===== src/dispatch_config.svh =====
`ifndef DISPATCH_CONFIG_SVH
`define DISPATCH_CONFIG_SVH

// queue geometry.
`define IQ_DEPTH 16
`define IQ_PTR_W 4

// datapath and register file.
`define XLEN 32
`define REG_W 5

// reorder-buffer tag space.
`define ROB_TAG_W 4

`endif

===== src/wb_pkg.sv =====
`default_nettype none

package wb_pkg;

    typedef enum logic [1:0] {
        fs_idle,
        fs_bus,   // cyc and stb held until ack.
        fs_push
    } fetch_state_e;

endpackage

`default_nettype wire


===== src/isa_pkg.sv =====
`default_nettype none

package isa_pkg;

    typedef enum logic [4:0] {
        op_add  = 5'd0,
        op_sub  = 5'd1,
        op_and  = 5'd2,
        op_or   = 5'd3,
        op_xor  = 5'd4,
        op_addi = 5'd5,  // immediate forms.
        op_lw   = 5'd6,
        op_sw   = 5'd7,  // store and branch forms.
        op_beq  = 5'd8,
        op_nop  = 5'd31
    } opcode_e;

    // instruction word field positions.
    localparam int OPC_W   = 5;
    localparam int OPC_LSB = 27;
    localparam int RD_LSB  = 22;
    localparam int RS1_LSB = 17;
    localparam int RS2_LSB = 12;
    localparam int IMM_W   = 12;

endpackage

`default_nettype wire


===== src/iq_if.sv =====
`default_nettype none

`include "dispatch_config.svh"

interface iq_if;
    import isa_pkg::*;

    logic                valid;
    logic                ready;
    opcode_e             op;
    logic [`REG_W-1:0]   rd;
    logic [`REG_W-1:0]   rs1;
    logic [`REG_W-1:0]   rs2;
    logic [`XLEN-1:0]    imm;

    modport src (
        output valid, op, rd, rs1, rs2, imm,
        input  ready
    );

    modport dst (
        input  valid, op, rd, rs1, rs2, imm,
        output ready
    );

endinterface

`default_nettype wire


===== src/dispatch_front.sv =====
`default_nettype none

`include "dispatch_config.svh"

module dispatch_front (
    input  logic                   clk,
    input  logic                   rst,
    input  logic                   fetch_en,
    output logic                   wb_cyc,
    output logic                   wb_stb,
    output logic [`XLEN-1:0]       wb_adr,
    input  logic [`XLEN-1:0]       wb_rdata,
    input  logic                   wb_ack,
    input  logic                   rob_full,
    output logic                   iq_full,
    output logic                   issue_valid,
    output isa_pkg::opcode_e       issue_op,
    output logic [`REG_W-1:0]      issue_rd,
    output logic [`REG_W-1:0]      issue_rs1,
    output logic [`REG_W-1:0]      issue_rs2,
    output logic [`XLEN-1:0]       issue_imm,
    output logic [`ROB_TAG_W-1:0]  issue_tag
);

    iq_if decode_ch ();
    iq_if head_ch ();

    wb_fetch fetch_i (
        .clk      (clk),
        .rst      (rst),
        .fetch_en (fetch_en),
        .wb_rdata (wb_rdata),
        .wb_ack   (wb_ack),
        .wb_cyc   (wb_cyc),
        .wb_stb   (wb_stb),
        .wb_adr   (wb_adr),
        .dec      (decode_ch.src)
    );

    instr_queue queue_i (
        .clk     (clk),
        .rst     (rst),
        .iq_full (iq_full),
        .in_ch   (decode_ch.dst),
        .out_ch  (head_ch.src)
    );

    issue_stage issue_i (
        .clk         (clk),
        .rst         (rst),
        .rob_full    (rob_full),
        .issue_valid (issue_valid),
        .issue_op    (issue_op),
        .issue_rd    (issue_rd),
        .issue_rs1   (issue_rs1),
        .issue_rs2   (issue_rs2),
        .issue_imm   (issue_imm),
        .issue_tag   (issue_tag),
        .in_ch       (head_ch.dst)
    );

endmodule

`default_nettype wire


===== src/issue_stage.sv =====
`default_nettype none

`include "dispatch_config.svh"

module issue_stage (
    input  logic                   clk,
    input  logic                   rst,
    input  logic                   rob_full,
    output logic                   issue_valid,
    output isa_pkg::opcode_e       issue_op,
    output logic [`REG_W-1:0]      issue_rd,
    output logic [`REG_W-1:0]      issue_rs1,
    output logic [`REG_W-1:0]      issue_rs2,
    output logic [`XLEN-1:0]       issue_imm,
    output logic [`ROB_TAG_W-1:0]  issue_tag,
    iq_if.dst                      in_ch
);

    logic [`ROB_TAG_W-1:0] tag_cnt;
    logic                  load;

    // stall while an issue waits on a full reorder buffer.
    assign in_ch.ready = !issue_valid || !rob_full;
    assign load        = in_ch.valid && in_ch.ready;

    always_ff @(posedge clk) begin
        if (!rst) begin
            issue_valid <= 1'b0;
            tag_cnt     <= '0;
        end else if (load) begin
            issue_valid <= 1'b1;
            tag_cnt     <= tag_cnt + 1'b1;  // wraps at 16.
        end else if (!rob_full) begin
            issue_valid <= 1'b0;  // accepted, nothing new.
        end
    end

    always_ff @(posedge clk) begin
        if (load) begin
            issue_op  <= in_ch.op;
            issue_rd  <= in_ch.rd;
            issue_rs1 <= in_ch.rs1;
            issue_rs2 <= in_ch.rs2;
            issue_imm <= in_ch.imm;
            issue_tag <= tag_cnt;
        end
    end

endmodule

`default_nettype wire


===== src/instr_queue.sv =====
`default_nettype none

`include "dispatch_config.svh"

module instr_queue (
    input  logic  clk,
    input  logic  rst,
    output logic  iq_full,
    iq_if.dst     in_ch,
    iq_if.src     out_ch
);
    import isa_pkg::*;

    opcode_e              op_mem  [`IQ_DEPTH];
    logic [`REG_W-1:0]    rd_mem  [`IQ_DEPTH];
    logic [`REG_W-1:0]    rs1_mem [`IQ_DEPTH];
    logic [`REG_W-1:0]    rs2_mem [`IQ_DEPTH];
    logic [`XLEN-1:0]     imm_mem [`IQ_DEPTH];

    logic [`IQ_PTR_W-1:0] head;
    logic [`IQ_PTR_W-1:0] tail;
    logic [`IQ_PTR_W:0]   count;  // one extra bit to reach depth.
    logic                 push;
    logic                 pop;

    assign iq_full      = (count == `IQ_DEPTH);
    assign in_ch.ready  = !iq_full;
    assign out_ch.valid = (count != '0);

    assign push = in_ch.valid && in_ch.ready;
    assign pop  = out_ch.valid && out_ch.ready;

    // head entry shown directly.
    assign out_ch.op  = op_mem[head];
    assign out_ch.rd  = rd_mem[head];
    assign out_ch.rs1 = rs1_mem[head];
    assign out_ch.rs2 = rs2_mem[head];
    assign out_ch.imm = imm_mem[head];

    always_ff @(posedge clk) begin
        if (push) begin
            op_mem[tail]  <= in_ch.op;
            rd_mem[tail]  <= in_ch.rd;
            rs1_mem[tail] <= in_ch.rs1;
            rs2_mem[tail] <= in_ch.rs2;
            imm_mem[tail] <= in_ch.imm;
        end
    end

    always_ff @(posedge clk) begin
        if (!rst) begin
            head  <= '0;
            tail  <= '0;
            count <= '0;
        end else begin
            if (push) tail <= tail + 1'b1;  // wraps at depth.
            if (pop) head <= head + 1'b1;
            case ({push, pop})
                2'b10:   count <= count + 1'b1;
                2'b01:   count <= count - 1'b1;
                default: count <= count;
            endcase
        end
    end

endmodule

`default_nettype wire


===== src/wb_fetch.sv =====
`default_nettype none

`include "dispatch_config.svh"

module wb_fetch (
    input  logic              clk,
    input  logic              rst,
    input  logic              fetch_en,
    input  logic [`XLEN-1:0]  wb_rdata,
    input  logic              wb_ack,
    output logic              wb_cyc,
    output logic              wb_stb,
    output logic [`XLEN-1:0]  wb_adr,
    iq_if.src                 dec
);
    import isa_pkg::*;
    import wb_pkg::*;

    fetch_state_e       state;
    logic [`XLEN-1:0]   pc;
    opcode_e            raw_op;
    logic               keep;
    logic [`REG_W-1:0]  d_rd;
    logic [`REG_W-1:0]  d_rs1;
    logic [`REG_W-1:0]  d_rs2;
    logic [`XLEN-1:0]   d_imm;

    assign wb_cyc    = (state == fs_bus);
    assign wb_stb    = (state == fs_bus);
    assign wb_adr    = pc;
    assign dec.valid = (state == fs_push);

    assign raw_op = opcode_e'(wb_rdata[OPC_LSB +: OPC_W]);

    // field selection by instruction form.
    always_comb begin
        keep  = 1'b1;
        d_rd  = wb_rdata[RD_LSB +: `REG_W];
        d_rs1 = wb_rdata[RS1_LSB +: `REG_W];
        d_rs2 = wb_rdata[RS2_LSB +: `REG_W];
        d_imm = {{(`XLEN-IMM_W){wb_rdata[IMM_W-1]}}, wb_rdata[IMM_W-1:0]};
        case (raw_op)
            op_add, op_sub, op_and, op_or, op_xor: d_imm = '0;
            op_addi, op_lw: d_rs2 = '0;
            op_sw, op_beq: d_rd = '0;
            default: keep = 1'b0;  // nop and illegal words.
        endcase
    end

    always_ff @(posedge clk) begin
        if (!rst) begin
            state <= fs_idle;
            pc    <= '0;
        end else begin
            case (state)
                fs_idle: begin
                    if (fetch_en) state <= fs_bus;
                end
                fs_bus: begin
                    if (wb_ack) begin
                        if (keep) state <= fs_push;
                        else pc <= pc + (`XLEN)'(4);  // skip, next read right away.
                    end
                end
                fs_push: begin
                    if (dec.ready) begin
                        pc    <= pc + (`XLEN)'(4);
                        state <= fs_idle;
                    end
                end
                default: state <= fs_idle;
            endcase
        end
    end

    // decoded fields, captured on the ack cycle.
    always_ff @(posedge clk) begin
        if (state == fs_bus && wb_ack && keep) begin
            dec.op  <= raw_op;
            dec.rd  <= d_rd;
            dec.rs1 <= d_rs1;
            dec.rs2 <= d_rs2;
            dec.imm <= d_imm;
        end
    end

endmodule

`default_nettype wire


===== config.mk =====
export PLATFORM = sky130hd
export DESIGN_NAME = dispatch_front
export DESIGN_NICKNAME = d
export VERILOG_FILES = /design/src/wb_pkg.sv /design/src/isa_pkg.sv /design/src/iq_if.sv /design/src/dispatch_front.sv /design/src/issue_stage.sv /design/src/instr_queue.sv /design/src/wb_fetch.sv
export VERILOG_INCLUDE_DIRS = /design/src /design/src/src
export SDC_FILE = /design/constraint.sdc
export NUM_CORES = 1
export LEC_CHECK = 0
export BUFFER_PORTS_ARGS = -buffer_cell sky130_fd_sc_hd__buf_2
export CAP_MARGIN = 30
export CORE_MARGIN = 5
export CORE_UTILIZATION = 34
export DETAILED_ROUTE_END_ITERATION = 7
export PLACE_DENSITY = 0.59
export SLEW_MARGIN = 20
export SYNTH_ARGS = -nofsm -noshare
export SYNTH_HDL_FRONTEND = slang
export SYNTH_SLANG_ARGS = --single-unit

===== constraint.sdc =====
create_clock -name clk -period 4.8 [get_ports clk]
set_input_delay 0.24 -clock clk [delete_from_list [all_inputs] [get_ports clk]]
set_output_delay 0.24 -clock clk [all_outputs]
set_load 0.1 [all_outputs]

# Word-level counts from Yosys, hierarchy flattened
# Memory sizes are Yosys's and may differ from the RTL's. A register that Yosys moved wholly into a read port is not among the register bits.
# Index checks and enable logic that the tools add are counted.
# totals
ramBits,832
elab_cells,77
latchBits,0
mem_bits_ro,0
n_memories,5
output_inout_bits,92
input_bits,37
reg_bits,88
# mem_list
name,words,word_bits,rd,rd_clocked_by_memory_dff,write_ports,line,text
queue_i.imm_mem,16,32,1,1,1,instr_queue.sv:18,logic [`XLEN-1:0] imm_mem [`IQ_DEPTH];
queue_i.op_mem,16,5,1,1,1,instr_queue.sv:14,opcode_e op_mem [`IQ_DEPTH];
queue_i.rd_mem,16,5,1,1,1,instr_queue.sv:15,logic [`REG_W-1:0] rd_mem [`IQ_DEPTH];
queue_i.rs1_mem,16,5,1,1,1,instr_queue.sv:16,logic [`REG_W-1:0] rs1_mem [`IQ_DEPTH];
queue_i.rs2_mem,16,5,1,1,1,instr_queue.sv:17,logic [`REG_W-1:0] rs2_mem [`IQ_DEPTH];
# op_classes
n_mul,0
mux,15
magnitude_cmp,0
n_shift,0
eq_ne,19
addsub,6
reduce_logical,19
bitwise_logic,0
div_mod_pow,0
# ops
cell,n
$mux 32,3
$pmux 32 s2,1
$add 32x3->32 const B,1
$eq 5x3->1 const B,4
$add 4x1->4 const B,3
$eq 5x2->1 const B,2
$pmux 5 s2,1
$reduce_or 9->1,1
$mux 2,4
$reduce_and 4->1,2
$ne 2x1->1 const B,3
$ne 2x2->1 const B,3
$pmux 2 s3,1
$add 5x1->5 const B,1
$eq 5x1->1 const B,1
$eq 5x4->1 const B,1
$eq 5x5->1 const B,1
$logic_not 5->1,1
$mux 1,5
$reduce_bool 5->1,1
$reduce_or 5->1,1
$sub 5x1->5 const B,1
$eq 2x1->1 const B,2
$eq 2x2->1 const B,2
6 further kinds,13

# Longest topological paths before layout
# depth
depth_word,6
depth_mapped,14
depth_no_buf,11

# By module
# A second synthesis with hierarchy kept.
# hier_totals
hier_cells,1643
hier_area_um2,37125.6
# modules_own_cells
module,n_inst,area_each_um2,cells_each,seq_area_each_um2
instr_queue,1,32172.1,1272,25324.3
wb_fetch,1,3044.2,293,1601.5
issue_stage,1,1909.3,78,1781.7

# Least setup slack after synthesis
# Ideal clock, no wire load.
# synth_path
kind,flip-flop to flip-flop
startpoint,register issue_i.issue_valid
endpoint,register queue_i.count[4]
path_buffers,2
stages_incl_launch_ff,13
period_less_slack_ns,4.125
slack_ns,0.675
t_arrival_ns,4.053
setup_time_ns,0.072
required_time_ns,4.728
path_cell_list,dfxtp_1 nand2_1 a21boi_0 buf_1 ha_1 clkbuf_1 xor2_1 ha_1 o21a_1 o21ai_0 nand2b_1 a211oi_1 mux2i_1
# synth_between
elab_chain_len,5
word_cells_on_any_way,7
classes_between,eq/ne (2); mux (1); reduce/logical (4)
# synth_rtl
item,line,text
"start, declared",issue_stage.sv:9,"output logic issue_valid,"
"start signal, assigned",issue_stage.sv:28,issue_valid <= 1'b0;
"start signal, assigned",issue_stage.sv:31,issue_valid <= 1'b1;
"start signal, assigned",issue_stage.sv:34,issue_valid <= 1'b0;
$logic_not 1->1 *,issue_stage.sv:23,assign in_ch.ready = !issue_valid || !rob_full;
$logic_or 1x1->1 *,issue_stage.sv:23,
$logic_and 1x1->1 *,--,
via issue_i.load,issue_stage.sv:20,logic load;
$eq 2x1->1 / $eq 2x2->1 (equally long branches),instr_queue.sv:58,"case ({push, pop})"
$pmux 5 s2 / $reduce_bool 2->1 (equally long branches),--,
"end signal, assigned",instr_queue.sv:59,2'b10: count <= count + 1'b1;
"end signal, assigned",instr_queue.sv:60,2'b01: count <= count - 1'b1;
"end signal, assigned",instr_queue.sv:61,default: count <= count;
"end, declared",instr_queue.sv:22,logic [`IQ_PTR_W:0] count;
# The timed path passes the listed nets; every way through them passes the cells marked *.
# A chain may end at the register's enable or synchronous reset.

# Worst setup path in the final report
# layout_path
startpoint,register queue_i.count[1]
endpoint,register queue_i.count[4]
# layout_between
elab_chain_len,5
word_cells_on_any_way,11
classes_between,add/sub (2); eq/ne (3); mux (1); reduce/logical (5)
# layout_rtl
item,line,text
$eq 5x5->1 (no line),--,
$logic_not 1->1,instr_queue.sv:27,assign in_ch.ready = !iq_full;
$logic_and 1x1->1,instr_queue.sv:30,assign push = in_ch.valid && in_ch.ready;
$eq 2x1->1 / $eq 2x2->1 (equally long branches),instr_queue.sv:58,
$pmux 5 s2 / $reduce_bool 2->1 (equally long branches),--,
# Parallel ways exist; a longest one is shown, timed or not.

==> flow_summary.ini <==
[status]
outcome = completed

[power_and_ir_drop]
intPower_uw = 10230
p_sw_uw = 5270
switching_share_pct = 33.99
p_per_area_nw_per_um2 = 547.0
power_frac_clock_pct = 31.0
power.leakage_uw = 0.008974
p_comb_share_pct = 26.7
seq_power_share_pct = 42.3
vdd_ir_drop_max_uv = 717.4

[timing]
slew_headroom_pct = 39.23
fmaxAchievable_mhz = 305.4
finalSetupViolations = 0
fin_setup_tns_ps = 0
min_period_ps = 3275
worst_slew_pin_slew_ps = 903.3
setup_slack_ps = 1525
final.period_utilization_pct = 68.23
fin_skew_ps = 25.11
rsz0062_at_grt = no
hold_viol = 0
final-max-slew-violation-count = 0

[job]
drv_cap = 0

[critical_path]
worstPathRequired_ps = 5360
cp_data_arrival_time_ps = 3840
cp_max_fo = 12
critPathSlowestCell = nor4_1
worstSetupPathType = reg2reg
crit_path_start_kind = flop
critical_path.max_stage_delay_ps = 800
cp-end-kind = flop
cp_common_cell = ha_1
cp_cell_sequence = nor4_1, a21boi_2, inv_2, ha_1, xor2_1, ha_1, o21a_1, o21ai_0, nand2b_1, a211oi_1, mux2i_1

[layout]
finalNetCount = 1373
n_fill_cell = 6155
diodes = 0
area_growth_pct = 17.10
drive_gt1_share_pct = 31.81

[synth]
async_reset_ff_share_pct = 0
synth_top_area_share_pct = 71.96
synth_area_um2 = 24200
postSynthCellCount = 1152
synth_seq_cells = 630
ys_warn_count = 0
ys_seq_area_share_pct = 76.10
synth_ff_type = edfxtp_1
yosysTopAreaCell = edfxtp_1
synth.area.top_cells = edfxtp_1 (72%), mux4_2 (15%), dfxtp_1 (4.1%)
synth-edff-count = 580
syn_avg_cell_area_um2 = 21.01
synth_cell_type_count = 51

[floorplan]
boundaryPins = 129
chipHeight_um = 276.8
core_area_um2 = 70270
dieArea_um2 = 76620
start_util_pct = 34.44
rows = 97
die_x_um = 276.8

[routing]
postRouteAntennaNets = 0
drtIter0Drc = 935
drcViolationCount = 0
vias = 11580
detail_route.wl_per_cell_um = 22.95
routed_via_density = 4.998
wl_um = 53170
drt_pass1_iterations = 5

[global_routing]
grt_use_total_pct = 13.68
grt_remaining_overflow = 0
grt_pass1_wl_um = 79960
first_global_vias = 12130
grt_max_degree = 81
grt_antenna_before_repair = 0

[cts]
cts_tree = yes
cts.htree.levels = 2
path_clk_slew_ps = 60
root_buffer = clkbuf_16
clk_latency_ps = 640
clock_sinks = 630
cts_buffer_depth = 3
cts_made_buffers = 61

[placement]
gp_congestion = 0.7934
dpl.hpwl_um = 29310
pre_cts_ws_ps = 1513
io_buffers = 126

[hold_path]
hold_path.class = in2reg
-- final cells by class --
cell class              count  area (µm²)  share of cell area [%]
clock buffers              78        1610                   5.682
clock inverters            37       391.6                   1.382
inverters                   7       26.28                 0.09272
multi-input cells         438        5479                   19.33
flip-flops and latches    630       18430                   65.02
well taps                 940        1176                   4.150
repair buffers            187        1229                   4.336
-- Yosys cell counts (13+ instances only) --
master      n
xor2_1     21
edfxtp_1  580
nand2_1    30
clkbuf_1   31
buf_2      14
mux4_2    160
and2_1     20
dfxtp_1    50
a21oi_1    15
nor2_1     50
nand4_1    13
buf_4      23
-- power groups by stage --
stage / clock (µW) / sequential (µW) / combinational [µW]
6_report: 4810 / 6550 / 4140
5_1_grt: 5160 / 6610 / 4350
4_1_cts: 4930 / 6580 / 4210
3_5_place_dp: 0 / 6690 / 4180
3_3_place_gp: 0 / 6690 / 4170
2_1_floorplan: 0 / 7650 / 2500
-- final timing paths --
kind | startpoint | to | slack (ps) | cells past startpoint
setup / recovery | queue_i.count[1] | queue_i.count[4] | 1530 | 11
hold / removal | wb_rdata[19] | fetch_i.dec.rs1[2] | 310 | 2
setup reg to reg | queue_i.count[1] | queue_i.count[4] | 1530 | 11
hold reg to reg | issue_i.tag_cnt[3] | issue_i.issue_tag[3] | 460 | 0
-- logic make-up (layout without fill, tap and decap cells) --
family          after synthesis  after routing  share of synthesized area [%]
simple gates                170            170                          3.588
xor+xnor                     32             32                          1.158
fa+ha+maj                    11             11                         0.5687
flops                       630            630                          76.10
mux                         169            169                          15.27
other cells                   1              2                        0.01549
compound gates               54             54                          1.525
buf+inv                      85            309                          1.778
-- critical path: cells and delay by family (launching register included) --
kind,cells,cell delay [ps]
AO/OA/AOI/OAI,4,780
XOR/XNOR,1,120
adder cells (fa/ha/maj),2,620
buffers and inverters,1,220
flip-flops,1,380
multiplexers,1,210
AND/OR/NAND/NOR,2,880
-- registers in the layout (all words and copies together), names as in the netlist, 5 cells and up --
register	cells
queue_i.rs1_mem	80
queue_i.rs2_mem	80
fetch_i.wb_adr	30
issue_i.issue_imm	12
fetch_i.dec.imm	12
issue_i.issue_rs2	5
issue_i.issue_rs1	5
queue_i.imm_mem	192
queue_i.count	5
fetch_i.dec.op	5
issue_i.issue_rd	5
fetch_i.dec.rs1	5
queue_i.rd_mem	80
fetch_i.dec.rd	5
fetch_i.dec.rs2	5
queue_i.op_mem	80
issue_i.issue_op	5
-- layer usage --
layer / part of all wire, % / track usage [%]
met1: 46 / 19.65
met2: 47 / 21.84
met3: 5.6 / 3.010
met4: 1.6 / 2.663
met5: 0 / 0
-- what timing repair did --
item | 4_1_cts | 5_1_grt
hold buffers | 36 | 0
hold endpoints to repair | 41 | 0
gates resized for setup | 0 | 0
buffers inserted | 0 | 0
-- through the flow --
step / utilization (%) / hold slack (ps) / instances / power (µW) / instance area (µm²)
floorplan: - / 338.9 / 1153 / 10160 / 24210
global placement: 36.94 / 420.1 / 2165 / 10860 / 25960
detailed placement: 36.97 / 418.8 / 2166 / 10870 / 25980
CTS: 40.33 / 274.4 / 2317 / 15720 / 28340
global route: 40.33 / 268.9 / 2317 / 16130 / 28340
finish: 40.33 / 314.7 / 2317 / 15500 / 28340
-- placed cells by master, fill, tap and decap left out, drive strengths merged, types with 4 or more instances in the layout --
cell type	instances
mux4	160
dlygate4sd3	36
edfxtp	580
and2	20
or3	9
nor2b	7
nor4	4
bufinv	6
nor3	7
and3	6
o2111ai	5
ha	11
dfxtp	50
clkinvlp	7
buf	151
xnor2	11
clkinv	21
nand2b	7
o21ai	11
nand3	9
inv	10
a21oi	15
xor2	21
nor2	50
clkbuf	78
nand4	13
nand2	30
mux2i	8
Power figures use the tool's default switching activity.
